### src/design/clk_mon_pkg.sv
`default_nettype none

package clk_mon_pkg;

    //////////////////////////////////////////////////
    // Geometry
    //////////////////////////////////////////////////

    // Monitored clock/lock pairs
    localparam int NUM_CH = 4;

    // Bus words per channel
    localparam int REGS_PER_CH = 4;

    // Rate measurement window, in clk_ref cycles
    localparam int WINDOW_CYCLES = 64;

    //////////////////////////////////////////////////
    // Register map within one channel
    //////////////////////////////////////////////////

    localparam int REG_RATE     = 0;
    localparam int REG_UNLOCKS  = 1;
    localparam int REG_STATUS   = 2;
    localparam int REG_RESERVED = 3;

    //////////////////////////////////////////////////
    // Widths
    //////////////////////////////////////////////////

    typedef logic [31:0] reg_word_t;
    typedef logic [31:0] rate_t;
    typedef logic [31:0] count_t;
    typedef logic [15:0] window_t;
    typedef logic [NUM_CH-1:0] ch_mask_t;

    // Chip enables, bit ch*REGS_PER_CH + reg
    typedef logic [NUM_CH*REGS_PER_CH-1:0] ce_t;

endpackage

`default_nettype wire

### src/design/clk_mon.sv
`timescale 1ns/1ns
`default_nettype none

module clk_mon (
    input  wire                         clk_ref,
    input  wire                         reset,
    input  wire clk_mon_pkg::ch_mask_t  clk_test,
    input  wire clk_mon_pkg::ch_mask_t  locked,
    input  wire clk_mon_pkg::ce_t       bus_rd_ce,
    input  wire clk_mon_pkg::ce_t       bus_wr_ce,
    input  wire clk_mon_pkg::reg_word_t bus_wdata,
    output clk_mon_pkg::reg_word_t      rdata,
    output logic                        rd_ack,
    output logic                        wr_ack
);

    import clk_mon_pkg::*;

    //////////////////////////////////////////////////
    // Inter-stage wires
    //////////////////////////////////////////////////

    ch_mask_t test_sync;
    ch_mask_t locked_sync;
    ch_mask_t unlock_clear;
    rate_t    rate [NUM_CH];
    count_t   unlocks [NUM_CH];

    // Crossing into clk_ref
    input_sync u_input_sync (
        .clk_ref     (clk_ref),
        .reset       (reset),
        .clk_test    (clk_test),
        .locked      (locked),
        .test_sync   (test_sync),
        .locked_sync (locked_sync)
    );

    rate_meter u_rate_meter (
        .clk_ref   (clk_ref),
        .reset     (reset),
        .test_sync (test_sync),
        .rate      (rate)
    );

    unlock_counter u_unlock_counter (
        .clk_ref      (clk_ref),
        .reset        (reset),
        .locked_sync  (locked_sync),
        .unlock_clear (unlock_clear),
        .unlocks      (unlocks)
    );

    // IPIF-style register access
    reg_access u_reg_access (
        .clk_ref      (clk_ref),
        .reset        (reset),
        .bus_rd_ce    (bus_rd_ce),
        .bus_wr_ce    (bus_wr_ce),
        .bus_wdata    (bus_wdata),
        .rate         (rate),
        .unlocks      (unlocks),
        .locked_sync  (locked_sync),
        .unlock_clear (unlock_clear),
        .rdata        (rdata),
        .rd_ack       (rd_ack),
        .wr_ack       (wr_ack)
    );

endmodule

`default_nettype wire

### src/design/input_sync.sv
`timescale 1ns/1ns
`default_nettype none

module input_sync (
    input  wire                        clk_ref,
    input  wire                        reset,
    input  wire clk_mon_pkg::ch_mask_t clk_test,
    input  wire clk_mon_pkg::ch_mask_t locked,
    output clk_mon_pkg::ch_mask_t      test_sync,
    output clk_mon_pkg::ch_mask_t      locked_sync
);

    import clk_mon_pkg::*;

    // First stage, may go metastable
    ch_mask_t test_meta;
    ch_mask_t locked_meta;

    // Two flops per bit, the only entry into clk_ref
    always_ff @(posedge clk_ref)
    begin
        if (reset)
        begin
            test_meta   <= '0;
            locked_meta <= '0;
            test_sync   <= '0;
            locked_sync <= '0;
        end
        else
        begin
            test_meta   <= clk_test;
            locked_meta <= locked;
            test_sync   <= test_meta;
            locked_sync <= locked_meta;
        end
    end

endmodule

`default_nettype wire

### src/design/rate_meter.sv
`timescale 1ns/1ns
`default_nettype none

module rate_meter (
    input  wire                        clk_ref,
    input  wire                        reset,
    input  wire clk_mon_pkg::ch_mask_t test_sync,
    output clk_mon_pkg::rate_t         rate [clk_mon_pkg::NUM_CH]
);

    import clk_mon_pkg::*;

    // Previous level for edge detect
    ch_mask_t test_prev;
    ch_mask_t test_rise;

    // Shared window position
    window_t window_cnt;
    logic    window_end;

    // Edges seen so far in the running window
    rate_t edge_cnt [NUM_CH];

    assign test_rise  = test_sync & ~test_prev;
    assign window_end = (window_cnt == window_t'(WINDOW_CYCLES - 1));

    //////////////////////////////////////////////////
    // Window timing
    //////////////////////////////////////////////////

    always_ff @(posedge clk_ref)
    begin
        if (reset)
        begin
            window_cnt <= '0;
            test_prev  <= '0;
        end
        else
        begin
            test_prev <= test_sync;
            if (window_end)
                window_cnt <= '0;
            else
                window_cnt <= window_cnt + 1'b1;
        end
    end

    //////////////////////////////////////////////////
    // Per-channel edge count and hold
    //////////////////////////////////////////////////

    always_ff @(posedge clk_ref)
    begin
        for (int ch = 0; ch < NUM_CH; ch++)
        begin
            if (reset)
            begin
                edge_cnt[ch] <= '0;
                rate[ch]     <= '0;
            end
            else if (window_end)
            begin
                rate[ch] <= edge_cnt[ch];
                // Edge in the last cycle opens the next window
                edge_cnt[ch] <= rate_t'(test_rise[ch]);
            end
            else
            begin
                edge_cnt[ch] <= edge_cnt[ch] + rate_t'(test_rise[ch]);
            end
        end
    end

endmodule

`default_nettype wire

### src/design/reg_access.sv
`timescale 1ns/1ns
`default_nettype none

module reg_access (
    input  wire                         clk_ref,
    input  wire                         reset,
    input  wire clk_mon_pkg::ce_t       bus_rd_ce,
    input  wire clk_mon_pkg::ce_t       bus_wr_ce,
    input  wire clk_mon_pkg::reg_word_t bus_wdata,
    input  wire clk_mon_pkg::rate_t     rate [clk_mon_pkg::NUM_CH],
    input  wire clk_mon_pkg::count_t    unlocks [clk_mon_pkg::NUM_CH],
    input  wire clk_mon_pkg::ch_mask_t  locked_sync,
    output clk_mon_pkg::ch_mask_t       unlock_clear,
    output clk_mon_pkg::reg_word_t      rdata,
    output logic                        rd_ack,
    output logic                        wr_ack
);

    import clk_mon_pkg::*;

    // Strobed channel and register
    int rd_ch;
    int rd_reg;

    reg_word_t rd_word;
    ch_mask_t  clear_next;

    //////////////////////////////////////////////////
    // Chip-enable decode
    //////////////////////////////////////////////////

    // At most one enable is high, so the last hit is the only one
    always_comb
    begin
        rd_ch  = 0;
        rd_reg = REG_RESERVED;
        for (int i = 0; i < NUM_CH * REGS_PER_CH; i++)
        begin
            if (bus_rd_ce[i])
            begin
                rd_ch  = i / REGS_PER_CH;
                rd_reg = i % REGS_PER_CH;
            end
        end
    end

    // Read word, zero when nothing is strobed
    always_comb
    begin
        rd_word = '0;
        if (|bus_rd_ce)
        begin
            case (rd_reg)
                REG_RATE:     rd_word = rate[rd_ch];
                REG_UNLOCKS:  rd_word = unlocks[rd_ch];
                REG_STATUS:   rd_word = reg_word_t'(locked_sync[rd_ch]);
                REG_RESERVED: rd_word = '0;
                default:      rd_word = '0;
            endcase
        end
    end

    // Write data has no stored field, a write to the unlocks word clears it
    always_comb
    begin
        for (int ch = 0; ch < NUM_CH; ch++)
        begin
            clear_next[ch] = bus_wr_ce[ch * REGS_PER_CH + REG_UNLOCKS];
        end
    end

    //////////////////////////////////////////////////
    // Registered response
    //////////////////////////////////////////////////

    always_ff @(posedge clk_ref)
    begin
        if (reset)
        begin
            rdata        <= '0;
            rd_ack       <= 1'b0;
            wr_ack       <= 1'b0;
            unlock_clear <= '0;
        end
        else
        begin
            rdata        <= rd_word;
            rd_ack       <= |bus_rd_ce;
            wr_ack       <= |bus_wr_ce;
            unlock_clear <= clear_next;
        end
    end

endmodule

`default_nettype wire

### src/design/unlock_counter.sv
`timescale 1ns/1ns
`default_nettype none

module unlock_counter (
    input  wire                        clk_ref,
    input  wire                        reset,
    input  wire clk_mon_pkg::ch_mask_t locked_sync,
    input  wire clk_mon_pkg::ch_mask_t unlock_clear,
    output clk_mon_pkg::count_t        unlocks [clk_mon_pkg::NUM_CH]
);

    import clk_mon_pkg::*;

    ch_mask_t locked_prev;
    ch_mask_t lock_fall;

    // High to low of the lock flag is one loss
    assign lock_fall = locked_prev & ~locked_sync;

    always_ff @(posedge clk_ref)
    begin
        if (reset)
        begin
            locked_prev <= '0;
            for (int ch = 0; ch < NUM_CH; ch++)
            begin
                unlocks[ch] <= '0;
            end
        end
        else
        begin
            locked_prev <= locked_sync;
            for (int ch = 0; ch < NUM_CH; ch++)
            begin
                // Clear beats a same-cycle loss
                if (unlock_clear[ch])
                    unlocks[ch] <= '0;
                // Saturate at all ones
                else if (lock_fall[ch] && (unlocks[ch] != '1))
                    unlocks[ch] <= unlocks[ch] + 1'b1;
            end
        end
    end

endmodule

`default_nettype wire

### config.mk
export PLATFORM = sky130hd
export DESIGN_NAME = clk_mon
export DESIGN_NICKNAME = d
export VERILOG_FILES = /design/src/design/clk_mon_pkg.sv /design/src/design/clk_mon.sv /design/src/design/input_sync.sv /design/src/design/rate_meter.sv /design/src/design/reg_access.sv /design/src/design/unlock_counter.sv
export SDC_FILE = /design/constraint.sdc
export NUM_CORES = 1
export LEC_CHECK = 0
export ABC_CLOCK_PERIOD_IN_PS = 3480
export BUFFER_PORTS_ARGS = -buffer_cell sky130_fd_sc_hd__buf_2
export CAP_MARGIN = 20
export CORE_MARGIN = 5
export CORE_UTILIZATION = 62
export DETAILED_ROUTE_END_ITERATION = 16
export HOLD_SLACK_MARGIN = 0.02
export PLACE_DENSITY = 0.87
export SYNTH_ARGS = -nofsm -noshare
export SYNTH_HDL_FRONTEND = slang
export SYNTH_SLANG_ARGS = --single-unit
### constraint.sdc
create_clock -name clk_ref -period 3.48 [get_ports clk_ref]
set_input_delay 0.174 -clock clk_ref [delete_from_list [all_inputs] [get_ports clk_ref]]
set_output_delay 0.174 -clock clk_ref [all_outputs]
set_load 0.02 [all_outputs]
---- Word level (Yosys, flattened, before mapping) ----
Memory sizes are Yosys's and may differ from the RTL's.
Cells that the tools add are included.
storage, ports and cells
  bits of input ports ..................... 74
  bits in registers ....................... 334
  memory bits (writable) .................. 128
  memories ................................ 1
  output and inout port bits .............. 34
  logic and storage cells ................. 119
memory list
  memory                 depth  bits a word  read ports  clocked after memory_dff  write ports  RTL line          text
  u_rate_meter.edge_cnt  4      32           4           0                         4            rate_meter.sv:22  rate_t edge_cnt [NUM_CH];
operators by class
  eq/ne operators ......................... 7
  bitwise gates (word level) .............. 14
  reduce and logical (&&, ||, !) cells .... 13
  $add $sub $neg .......................... 9
  mux-type cells .......................... 54
  magnitude comparators ................... 2
operator list
  operator               number
  $mux 32                26
  $add 32x1->32          4
  $add 32x1->32 const B  4
  $bmux 32 s2            2
  $ne 32x32->1 const B   4
  $pmux 32 s3            1
  $eq 32x1->1 const B    1
  $eq 32x2->1 const B    1
  $ge 32x3->1 const B    1
  $logic_not 32->1       1
  $not 2->32             1
  $reduce_or 16->1       2
  $mux 2                 10
  $add 16x1->16 const B  1
  $eq 16x6->1 const B    1
  $mux 1                 14
  $reduce_or 2->1        6
  $and 4x4->4            2
  $not 4->4              2
  $or 1x1->1             8
  $logic_and 1x1->1      4
  $lt 2x3->1 const B     1
  $bmux 1 s2             1
  $not 1->1              1

---- Depth between registers and ports, before layout ----
Gate-level depths: netlist of run 1.
  depth after elaboration ................. 18
  gate-level depth with buffers ........... 10
  mapped depth without buffers ............ 9

---- Hierarchy ----
A second synthesis of run 1 with hierarchy kept.
unflattened totals
  cell total of the unflattened synthesis .. 2363
  area total of the unflattened synthesis .. 22879.4 sq um
by module, submodules not included
  module          area each (sq um)  sequential area each (sq um)  cells each  instances
  rate_meter      11840.1            6806.5                        1065        1
  unlock_counter  6837.8             2642.5                        837         1
  reg_access      3737.3             760.7                         428         1
  input_sync      464.2              320.3                         33          1

---- Worst setup path before layout of run 1 ----
Ideal clock, no wire load.
  kind .................................... reg2reg
  start ................................... reg u_input_sync.test_sync[3]
  end ..................................... mem u_rate_meter.edge_cnt[3][26] (netlist bit) (data pin)
  required time ........................... 3.223 ns
  library setup time ...................... 0.257 ns
  path buffers ............................ 1
  stages on the path, launching flop included .. 11
  arrival time ............................ 2.243 ns
  setup slack ............................. 0.981 ns
  path through ............................ dfxtp_1 nor2b_1 ha_1 ha_1 nand4_1 or4b_1 buf_2 or2_4 nor3_1 xnor2_1 nor2_1
RTL lines
  element                   RTL line          text
  start: declaration        input_sync.sv:9   output clk_mon_pkg::ch_mask_t test_sync,
  start signal: assignment  input_sync.sv:33  test_sync <= test_meta;
  end: declaration          rate_meter.sv:22

==> results.tsv, run 1 <==
stage	metric	value	unit
setup_path	cell mode on critical path	ha_1	
clocking	count of clock tree sinks	462	
grt	global-route total usage across every layer	28.5	%
setup_path	WP data required	3.79	ns
clocking	clock latency reported for the late side of the worst-skew pair	0.56	ns
route	Via density	5.92	
grt	antenna violations before repair	1	
sta	final-report hold violation count	0	
synth	cell types with the highest counts after synthesis	nand2_1 (393), dfxtp_1 (334), nor2_1 (318)	
final_layout	Final nets	2722	
worst_hold_path	Hold Crit Class	in -> reg	
floorplanning	core area	0.0345	mm²
grt	vias in the first global route	17700	
final_layout	area overhead of the layout relative to synthesis	13.3	%
route	number of iterations in the first detailed-routing pass	7	
sta	Post-Route Setup TNS	0	ns
floorplanning	number of I/O pins	108	
clocking	root buf cell	clkbuf_16	
setup_path	element type at the critical path start	register	
clocking	Inserted Clock Buffers	46	
sta	Post-Route Skew	0.0172	ns
clocking	clock edge transition at the registers on the reported setup and hold paths	0.06	ns
synth	Yosys warning total	0	
grt	sum of overflow across all layers after global routing	0	
setup_path	maximum net fanout on the critical path	5	
synth	top-count cell post-synth	nand2_1	
sta	RSZ-0062 raised after global routing	no	
synth	flip-flop cell with the highest count after synthesis	dfxtp_1	
final_layout	layout cell share with drive strength beyond 1	7.98	%
setup_path	delay of the slowest critical-path stage	0.66	ns
synth	cell type contributing the most total cell area after synthesis	dfxtp_1	
sta	final period utilization	80.3	%
synth	number of flops mapped to enable cells by yosys	128	
route	total vias in the final route	18500	
sta	upper clock frequency limit	358	MHz
power	switching share of power	22.3	%
clocking	clock tree from TritonCTS	yes	
route	WL final	57.2	mm
setup_path	data arrival time of the critical path	3.11	ns
synth	Seq cells post-synth	462	
power	total power divided by cell area	452	mW/mm²
floorplanning	starting density of the core	62.9	%
place	RD Place Congestion	0.926	
route	antenna-violating nets left	0	
synth	top area cells in the synthesized netlist	dfxtp_1 (31%), edfxtp_1 (18%), nand2_1 (6.8%)	
floorplanning	Die Height	197	µm
power	Static Leak	8.91	nW
setup_path	delay-heaviest family, CP	simple AND/OR/NAND/NOR gates	
clocking	number of gates resized after CTS	0	
setup_path	ordered list of cells on the worst path	nor2b_1, ha_1, ha_1, nand4_1, or4b_1, or2_4, nor3_1, xnor2_1, nor2_1	
floorplanning	area of the die	0.0389	mm²
setup_path	total buffers and inverters traversed by the critical path	0	
power	Net Sw Power	2.48	mW
power	overall power after layout	11.1	mW
setup_path	sort of element at the end of the critical path	register	
grt	wire length of the first global-routing pass	91.0	mm
flow_run	max_cap viols	0	
power	clock group share of total power	44.1	%
clocking	CTS max path bufs	3	
floorplanning	width of the chip	197	µm
sta	Tmin final	2.80	ns
grt	largest net degree at the start of global routing	150	
synth	cell count after synthesis	2470	
power	logic gate share of total power	4.1	%
synth	fraction of registers with async set/reset	0	%
sta	setup violators final	0	
place	detailed-placement wirelength estimate	39.5	mm
route	number of DRC violations after detailed-routing iteration 0	1784	
sta	number of max-slew violations in the final report	0	
outcome	run status	finished clean	
place	number of input and output port buffers inserted	75	
synth	area of the mapped netlist	0.0217	mm²
clocking	H-tree depth	2	
synth	post-synthesis area per instance	8.80	µm²
power	Peak supply drop	0.000426	V
sta	slew at the pin with the worst max-slew slack	1.00	ns
synth	proportion of netlist area held by the largest area contributor	30.8	%
final_layout	number of antenna repair diodes	0	
synth	count of cell types in the netlist	60	
power	fraction of power consumed by sequential logic	51.8	%
power	cell internal power dissipation	8.66	mW
route	residual DRC count	0	
route	Avg WL per Cell	18.3	µm
setup_path	cell with the largest stage delay on the worst path	or4b_1	
synth	share of synthesized area occupied by flip-flops and latches	48.4	%
floorplanning	FP Rows	68	
sta	relative slew slack	32.7	%
setup_path	start-to-end type of the worst setup path	reg -> reg	
per-stage QoR:
stage	cells	utilization, %	instance area (µm²)	hold WS, ns	setup slack, ns
floorplan	2597	-	22200	0.302	0.981
global placement	3019	66.4	22900	0.394	0.742
detailed placement	3019	66.4	22900	0.395	0.748
CTS	3125	71.3	24600	0.275	0.721
global route	3125	71.3	24600	0.301	0.573
finish	3125	71.3	24600	0.313	0.684
registers in the layout, summed over array words and instances (netlist names):
| register | flops |
|---|---|
| u_rate_meter.test_prev | 4 |
| u_reg_access.wr_ack | 1 |
| u_reg_access.rd_ack | 1 |
| u_unlock_counter.unlocks | 128 |
| u_input_sync.locked_meta | 4 |
| u_rate_meter.edge_cnt | 128 |
| u_rate_meter.rate | 128 |
| u_rate_meter.window_cnt | 16 |
| u_input_sync.test_meta | 4 |
| u_input_sync.test_sync | 4 |
| u_reg_access.rdata | 32 |
| u_unlock_counter.locked_prev | 4 |
| u_reg_access.unlock_clear | 4 |
| u_input_sync.locked_sync | 4 |
worst paths after layout:
path / start / end / slack (ns) / cells after the start
hold reg to reg: u_input_sync.locked_meta[2]$_SDFF_PP0_ / u_input_sync.locked_sync[2]$_SDFF_PP0_ / 0.45 / 1
hold / removal: bus_rd_ce[15] / u_reg_access.rdata[0]$_SDFF_PP0_ / 0.31 / 4
setup / recovery: u_input_sync.test_sync[3]$_SDFF_PP0_ / u_rate_meter.edge_cnt[3][26]$_SDFFCE_PN0P_ / 0.68 / 9
setup reg to reg: u_input_sync.test_sync[3]$_SDFF_PP0_ / u_rate_meter.edge_cnt[3][26]$_SDFFCE_PN0P_ / 0.68 / 9
cells by family after synthesis:
| logic type | Yosys count | share of synthesized area (%) |
|---|---|---|
| and+or+nand+nor | 1129 | 24.3 |
| DFF | 462 | 48.4 |
| AOI/OAI and AO/OA | 405 | 10.8 |
| xor gates and xnor gates | 230 | 9.27 |
| buffers and inverters | 153 | 2.80 |
| muxes | 77 | 3.65 |
| adders and majority gates | 13 | 0.748 |
| other | 1 | 0.0172 |
per-layer routing:
layer  track usage (%)  up-vias  share of wire (%)
met2              48.6      740                 49
li1                  -     8783                  -
met4              12.5        0                4.9
met3              3.94      155                6.5
met5                 0        -                  0
met1              36.5     8815                 39
worst reg2reg max path: stages, from the launching register on:
cell and delay [ns]:
dfxtp_1 0.32, nor2b_1 0.20, ha_1 0.24, ha_1 0.25, nand4_1 0.16, or4b_1 0.66, or2_4 0.32, nor3_1 0.21
xnor2_1 0.15, nor2_1 0.05
placed cells by master (no fill, tap or decap), types with 10 or more instances in the layout:
master / Yosys / routed
nand2_1: 393 / 393
dfxtp_1: 334 / 334
nor2_1: 318 / 317
a21oi_1: 211 / 211
xor2_1: 154 / 154
edfxtp_1: 128 / 128
conb_1: 1 / 128
nand3_1: 93 / 93
nand4_1: 88 / 88
xnor2_1: 76 / 76
buf_2: 19 / 74
o21ai_0: 71 / 71
mux2i_1: 58 / 58
clkbuf_16: 0 / 47
a21o_1: 43 / 43
nor2b_1: 37 / 37
and3_1: 34 / 34
nor3_1: 33 / 32
a22oi_1: 32 / 32
or3_1: 28 / 28
and4_1: 27 / 27
a211oi_1: 24 / 24
dlygate4sd3_1: 0 / 23
and2_1: 22 / 22
inv_1: 21 / 21
buf_4: 3 / 20
mux2_2: 19 / 19
clkbuf_1: 109 / 16
nor4_1: 16 / 14
ha_1: 13 / 13
clkbuf_8: 0 / 10
final cells by class:
type                            instances  area [µm²]
Inverter                               21        78.8
Timing Repair Buffer                  122         851
Clock inverter                         10         116
Tap cell                              455         569
Clock buffer                           73        1370
Sequential cell                       462       10500
Multi-Input combinational cell       1982       11100
Fill cell                            2541        9900
power by group through the flow:
stage                     registers (mW)  clock network, mW  logic [mW]
after floorplan                     5.85                  0       0.297
after global placement              5.87                  0       0.401
after detailed placement            5.88                  0       0.415
after CTS                           5.77               4.96       0.441
after global routing                5.78               5.21       0.496
final                               5.77               4.92       0.453
repair_timing:
action / 4_1_cts / 5_1_grt
hold buffers: 23 / 0
hold endpoints to repair: 19 / 0
setup buffers: 0 / 0
No activity file was read; power rests on OpenSTA's default activity.
==> inputs of run 2 (changes only) <==
--- a/config.mk
+++ b/config.mk
@@ -5,14 +5,14 @@
 export SDC_FILE = /design/constraint.sdc
 export NUM_CORES = 1
 export LEC_CHECK = 0
-export ABC_CLOCK_PERIOD_IN_PS = 3480
+export ABC_CLOCK_PERIOD_IN_PS = 2300
 export BUFFER_PORTS_ARGS = -buffer_cell sky130_fd_sc_hd__buf_2
 export CAP_MARGIN = 20
 export CORE_MARGIN = 5
-export CORE_UTILIZATION = 62
+export CORE_UTILIZATION = 56
 export DETAILED_ROUTE_END_ITERATION = 16
 export HOLD_SLACK_MARGIN = 0.02
-export PLACE_DENSITY = 0.87
+export PLACE_DENSITY = 0.84
 export SYNTH_ARGS = -nofsm -noshare
 export SYNTH_HDL_FRONTEND = slang
 export SYNTH_SLANG_ARGS = --single-unit
==> constraint.sdc (replaced) <==
create_clock -name clk_ref -period 2.3 [get_ports clk_ref]
set_input_delay 0.115 -clock clk_ref [delete_from_list [all_inputs] [get_ports clk_ref]]
set_output_delay 0.115 -clock clk_ref [all_outputs]
set_load 0.02 [all_outputs]
==> run 2 against run 1 <==
The run now ends with setup timing left. Die area is 10% higher. Largest cell class unchanged. Register-to-register slack got worse by 0.74 ns. Cell count is 4.5% higher. Power increased by 59%. Non-clock buffer count rose by 71. Fmax increased by 19%. Combinational power increased by 64%.
==> results.tsv, run 2 (synthesis gave the netlist of run 1 again) <==
stage	metric	value	unit
route	number of DRC violations after detailed-routing iteration 0	1938	
sta	slew at the pin with the worst max-slew slack	0.752	ns
final_layout	Final nets	2796	
final_layout	most used cells in the layout excluding fill and tap cells	nand2_1 (392), dfxtp_1 (332), nor2_1 (316)	
final_layout	count of non-filler cells in the finished layout	3266	
grt	largest net degree at the start of global routing	133	
power	switching share of power	22.2	%
sta	final period utilization	102	%
clocking	H-tree depth	2	
sta	crit path setup slack, layout	-0.0533	ns
place	RD Place Congestion	0.914	
setup_path	total buffers and inverters traversed by the critical path	0	
sta	upper clock frequency limit	425	MHz
clocking	clock edge transition at the registers on the reported setup and hold paths	0.06	ns
setup_path	delay of the slowest critical-path stage	0.57	ns
floorplanning	width of the chip	207	µm
clocking	clock tree from TritonCTS	yes	
grt	wire length of the first global-routing pass	92.4	mm
grt	sum of overflow across all layers after global routing	0	
clocking	CTS max path bufs	3	
final_layout	area overhead of the layout relative to synthesis	18.5	%
setup_path	delay-heaviest family, CP	simple AND/OR/NAND/NOR gates	
power	cell internal power dissipation	13.7	mW
sta	final-report hold violation count	0	
setup_path	ordered list of cells on the worst path	nor2b_4, ha_4, ha_4, nand4_1, or4b_4, or2_4, or3_1, a21oi_1	
final_layout	leading cell type in the layout, fill and taps excluded	nand2_1	
place	worst setup timing slack at the placement stage	-0.117	ns
route	total vias in the final route	18700	
flow_run	max_cap viols	0	
grt	vias in the first global route	18100	
grt	global-route total usage across every layer	25.8	%
setup_path	data arrival time of the critical path	2.80	ns
route	antenna-violating nets left	0	
floorplanning	core area	0.0386	mm²
clocking	Inserted Clock Buffers	48	
power	fraction of power consumed by sequential logic	49.4	%
sta	Post-Route Setup TNS	-0.147	ns
setup_path	WP data required	2.74	ns
route	WL final	57.6	mm
outcome	violated checks	setup timing	
final_layout	number of antenna repair diodes	0	
setup_path	start-to-end type of the worst setup path	reg -> reg	
power	Peak supply drop	0.000690	V
final_layout	layout cell share with drive strength beyond 1	12.0	%
sta	relative slew slack	49.5	%
floorplanning	number of I/O pins	108	
sta	RSZ-0062 raised after global routing	yes	
route	residual DRC count	0	
floorplanning	area of the die	0.0429	mm²
sta	number of max-slew violations in the final report	0	
route	Via density	5.74	
setup_path	cell mode on critical path	ha_4	
setup_path	cell with the largest stage delay on the worst path	or4b_4	
clocking	count of clock tree sinks	462	
floorplanning	FP Rows	72	
power	Static Leak	9.44	nW
power	total power divided by cell area	686	mW/mm²
sta	Post-Route Skew	0.0250	ns
clocking	root buf cell	clkbuf_16	
final_layout	biggest regs	u_rate_meter.edge_cnt (128), u_rate_meter.rate (128), u_unlock_counter.unlocks (128)	
sta	final worst hold slack	0.166	ns
final_layout	# fillers	2954	
power	logic gate share of total power	4.2	%
route	number of iterations in the first detailed-routing pass	6	
place	number of instances in the placed design	3150	
route	Avg WL per Cell	17.6	µm
power	Net Sw Power	3.93	mW
worst_hold_path	Hold Crit Class	in -> reg	
setup_path	maximum net fanout on the critical path	5	
place	number of input and output port buffers inserted	75	
place	detailed-placement wirelength estimate	39.0	mm
floorplanning	starting density of the core	56.4	%
sta	setup violators final	4	
setup_path	sort of element at the end of the critical path	register	
grt	antenna violations before repair	0	
setup_path	element type at the critical path start	register	
power	clock group share of total power	46.3	%
sta	Tmin final	2.35	ns
clocking	clock latency reported for the late side of the worst-skew pair	0.59	ns
floorplanning	Die Height	207	µm
outcome	run status	finished with violations	
run 2: cell count changes in the layout (fill, tap and decap cells not counted), moves of 6 or more:
cell,previous run,this run
ha_1,13,7
clkbuf_8,10,16
clkbuf_1,16,9
buf_12,5,15
buf_4,20,85
dlygate4sd3_1,23,17
run 2: what timing repair did:
item                                   4_1_cts  5_1_grt
setup endpoints to repair                   20       40
buffers inserted                             3        6
gates cloned                                 0        1
hold buffers                                17        0
endpoints found under the hold margin       16        0
gates resized for setup                     16       20
pin swaps                                   11       11
run 2: layout make-up:
class / instances / area, µm² / share of cell area [%]
inverters: 21 / 78.8 / 0.306
repair buffers: 193 / 1520 / 5.89
well taps: 518 / 648 / 2.52
clock buffers: 76 / 1530 / 5.94
clock inverters: 13 / 156 / 0.607
multi-input cells: 1983 / 11300 / 43.9
flip-flops and latches: 462 / 10500 / 40.9
run 2: path summary, 6_finish.rpt:
path / startpoint / end / slack (ns) / cells past startpoint
worst max-delay path: u_input_sync.test_sync[3]$_SDFF_PP0_ / u_rate_meter.edge_cnt[3][30]$_SDFFCE_PN0P_ / -0.05 / 8
worst min-delay path: bus_rd_ce[15] / u_reg_access.rdata[0]$_SDFF_PP0_ / 0.17 / 4
worst max register to register: u_input_sync.test_sync[3]$_SDFF_PP0_ / u_rate_meter.edge_cnt[3][30]$_SDFFCE_PN0P_ / -0.05 / 8
worst min register to register: u_rate_meter.rate[41]$_SDFFE_PP0P_ / u_rate_meter.rate[41]$_SDFFE_PP0P_ / 0.45 / 2
run 2: stage by stage:
stage	util [%]	cell area (µm²)	power, mW
after floorplan	-	22300	9.30
after global placement	61.4	23700	9.55
after detailed placement	61.4	23700	9.58
after CTS	66.5	25600	17.7
after global routing	66.8	25800	18.2
final	66.8	25800	17.7
run 2: per-layer routing:
layer | wire (µm) | GRT usage [%]
met5 | 0 | 0
met2 | 28400 | 44.6
met4 | 2670 | 11.2
met1 | 23300 | 32.4
met3 | 3280 | 3.59
run 2: power groups by stage:
stage          logic, mW  registers, mW  clock network (mW)
4_1_cts            0.721           8.72                8.29
6_report           0.745           8.73                8.19
3_3_place_gp       0.669           8.88                   0
2_1_floorplan      0.451           8.85                   0
5_1_grt            0.818           8.75                8.67
3_5_place_dp       0.688           8.90                   0
run 2: worst register-to-register path, stage by stage, from the launching register on:
cell     delay [ns]
dfxtp_2        0.33
nor2b_4        0.17
ha_4           0.16
ha_4           0.13
nand4_1        0.13
or4b_4         0.57
or2_4          0.28
or3_1          0.33
a21oi_1        0.13
==> inputs of run 3 (changes only) <==
--- a/config.mk
+++ b/config.mk
@@ -5,14 +5,16 @@
 export SDC_FILE = /design/constraint.sdc
 export NUM_CORES = 1
 export LEC_CHECK = 0
-export ABC_CLOCK_PERIOD_IN_PS = 2300
+export ABC_CLOCK_PERIOD_IN_PS = 2200
 export BUFFER_PORTS_ARGS = -buffer_cell sky130_fd_sc_hd__buf_2
 export CAP_MARGIN = 20
+export CORE_ASPECT_RATIO = 1.75
 export CORE_MARGIN = 5
-export CORE_UTILIZATION = 56
+export CORE_UTILIZATION = 62
 export DETAILED_ROUTE_END_ITERATION = 16
 export HOLD_SLACK_MARGIN = 0.02
-export PLACE_DENSITY = 0.84
+export PLACE_DENSITY = 0.87
+export SKIP_LAST_GASP = 1
 export SYNTH_ARGS = -nofsm -noshare
 export SYNTH_HDL_FRONTEND = slang
 export SYNTH_SLANG_ARGS = --single-unit
==> constraint.sdc (replaced) <==
create_clock -name clk_ref -period 2.2 [get_ports clk_ref]
set_input_delay 0.11 -clock clk_ref [delete_from_list [all_inputs] [get_ports clk_ref]]
set_output_delay 0.11 -clock clk_ref [all_outputs]
set_load 0.02 [all_outputs]
==> run 3 against run 2 <==
The flow still finishes with violations (setup timing). Global-route usage grew 6.0 points. Hold slack lost 0.019 ns. Sequential power grew 4.5%. Critical endpoint unchanged. Highest routed layer unchanged.
==> results.tsv, run 3 (synthesis gave the netlist of run 1 again) <==
stage	metric	value	unit
route	total vias in the final route	19700	
place	RD Place Congestion	0.963	
worst_hold_path	Hold Crit Class	in -> reg	
sta	final period utilization	108	%
sta	upper clock frequency limit	421	MHz
place	number of input and output port buffers inserted	75	
sta	Tmin final	2.38	ns
outcome	violated checks	setup timing	
sta	final worst hold slack	0.147	ns
power	Peak supply drop	0.000811	V
final_layout	leading cell type in the layout, fill and taps excluded	nand2_1	
route	residual DRC count	0	
grt	wire length of the first global-routing pass	99.0	mm
sta	final-report hold violation count	0	
power	switching share of power	22.5	%
sta	slew at the pin with the worst max-slew slack	0.717	ns
setup_path	element type at the critical path start	register	
clocking	clock edge transition at the registers on the reported setup and hold paths	0.07	ns
power	fraction of power consumed by sequential logic	52.0	%
power	overall power after layout	17.6	mW
route	antenna-violating nets left	0	
clocking	clock latency reported for the late side of the worst-skew pair	0.57	ns
route	number of iterations in the first detailed-routing pass	6	
clocking	count of clock tree sinks	462	
power	Net Sw Power	3.95	mW
place	detailed-placement wirelength estimate	45.0	mm
final_layout	biggest regs	u_rate_meter.edge_cnt (128), u_rate_meter.rate (128), u_unlock_counter.unlocks (128)	
sta	number of max-slew violations in the final report	0	
place	worst setup timing slack at the placement stage	-0.285	ns
power	logic gate share of total power	5.0	%
clocking	root buf cell	clkbuf_16	
grt	antenna violations before repair	0	
setup_path	total buffers and inverters traversed by the critical path	0	
final_layout	count of non-filler cells in the finished layout	3284	
power	total power divided by cell area	666	mW/mm²
sta	Post-Route Skew	0.0240	ns
floorplanning	number of I/O pins	108	
power	cell internal power dissipation	13.6	mW
route	number of DRC violations after detailed-routing iteration 0	1628	
grt	largest net degree at the start of global routing	73	
place	number of instances in the placed design	3161	
outcome	run status	finished with violations	
place	instance area after placement	0.0242	mm²
setup_path	delay-heaviest family, CP	simple AND/OR/NAND/NOR gates	
clocking	CTS max path bufs	3	
route	Via density	5.99	
floorplanning	starting density of the core	62.9	%
final_layout	final core utilization	76.2	%
clocking	H-tree depth	2	
sta	crit path setup slack, layout	-0.178	ns
grt	sum of overflow across all layers after global routing	0	
final_layout	layout cell share with drive strength beyond 1	15.7	%
sta	relative slew slack	52.2	%
final_layout	area of all placed cells without fillers	0.0263	mm²
sta	RSZ-0062 raised after global routing	yes	
floorplanning	core area	0.0346	mm²
floorplanning	Die Height	258	µm
clocking	Inserted Clock Buffers	43	
setup_path	data arrival time of the critical path	2.77	ns
floorplanning	area of the die	0.0391	mm²
floorplanning	FP Rows	90	
setup_path	maximum net fanout on the critical path	5	
final_layout	area overhead of the layout relative to synthesis	21.2	%
setup_path	start-to-end type of the worst setup path	reg -> reg	
setup_path	WP data required	2.59	ns
setup_path	sort of element at the end of the critical path	register	
grt	global-route total usage across every layer	31.8	%
setup_path	delay of the slowest critical-path stage	0.58	ns
clocking	clock tree from TritonCTS	yes	
power	Static Leak	9.90	nW
final_layout	most used cells in the layout excluding fill and tap cells	nand2_1 (388), dfxtp_1 (331), nor2_1 (311)	
flow_run	max_cap viols	0	
final_layout	number of antenna repair diodes	0	
route	Avg WL per Cell	19.7	µm
final_layout	# fillers	2248	
final_layout	Final nets	2878	
floorplanning	width of the chip	152	µm
power	clock group share of total power	43.0	%
route	WL final	64.8	mm
sta	setup violators final	13	
setup_path	ordered list of cells on the worst path	nor2b_4, ha_4, ha_4, nand4_1, or4b_4, or2_4, or3_1, a21oi_1	
sta	Post-Route Setup TNS	-1.11	ns
setup_path	cell mode on critical path	ha_4	
grt	vias in the first global route	19400	
setup_path	cell with the largest stage delay on the worst path	or4b_4	
[run 3: path summary, 6_finish.rpt]
check                           slack (ns)                                 start                                          to  depth (start not counted)
worst max-delay path                 -0.18  u_input_sync.test_sync[3]$_SDFF_PP0_  u_rate_meter.edge_cnt[3][30]$_SDFFCE_PN0P_                          8
worst max register to register       -0.18  u_input_sync.test_sync[3]$_SDFF_PP0_  u_rate_meter.edge_cnt[3][30]$_SDFFCE_PN0P_                          8
worst min-delay path                  0.15                         bus_rd_ce[15]            u_reg_access.rdata[0]$_SDFF_PP0_                          4
worst min register to register        0.44  u_input_sync.test_meta[1]$_SDFF_PP0_        u_input_sync.test_sync[1]$_SDFF_PP0_                          1
[run 3: power by group through the flow]
stage | combinational, mW | clock (mW) | sequential [mW]
final | 0.879 | 7.55 | 9.12
after global routing | 0.949 | 7.97 | 9.13
after CTS | 0.830 | 7.60 | 9.11
after detailed placement | 0.785 | 0 | 9.29
after global placement | 0.757 | 0 | 9.27
after floorplan | 0.472 | 0 | 9.26
[run 3: area by class of cell]
class	instances	area [µm²]	area share (%)
Sequential cell	462	10500	40.0
Multi-Input combinational cell	1983	11500	43.7
Inverter	21	78.8	0.299
Clock inverter	13	119	0.451
Clock buffer	65	1300	4.94
Timing Repair Buffer	280	2230	8.46
Tap cell	460	576	2.18
[run 3: metal layers]
| metal | vias up | wire length (µm) | global-route usage, % |
|---|---|---|---|
| met5 | - | 0 | 0 |
| met4 | 0 | 6460 | 26.4 |
| met3 | 319 | 3850 | 4.09 |
| met2 | 940 | 32600 | 55.9 |
| met1 | 9335 | 21800 | 32.9 |
| li1 | 9088 | - | - |
[run 3: worst min-delay path: cells and delay by family]
kind | cells | cell delay [ns]
AO/OA/AOI/OAI | 1 | 0.15
buffers and inverters | 1 | 0.13
AND/OR/NAND/NOR | 2 | 0.28
[run 3: timing repair]
item	in CTS	in global routing
gates cloned	1	1
endpoints found under the setup margin	50	63
pin swaps	21	30
gates resized for setup	35	50
buffers inserted	14	16
hold endpoints to repair	26	0
hold buffers	17	0
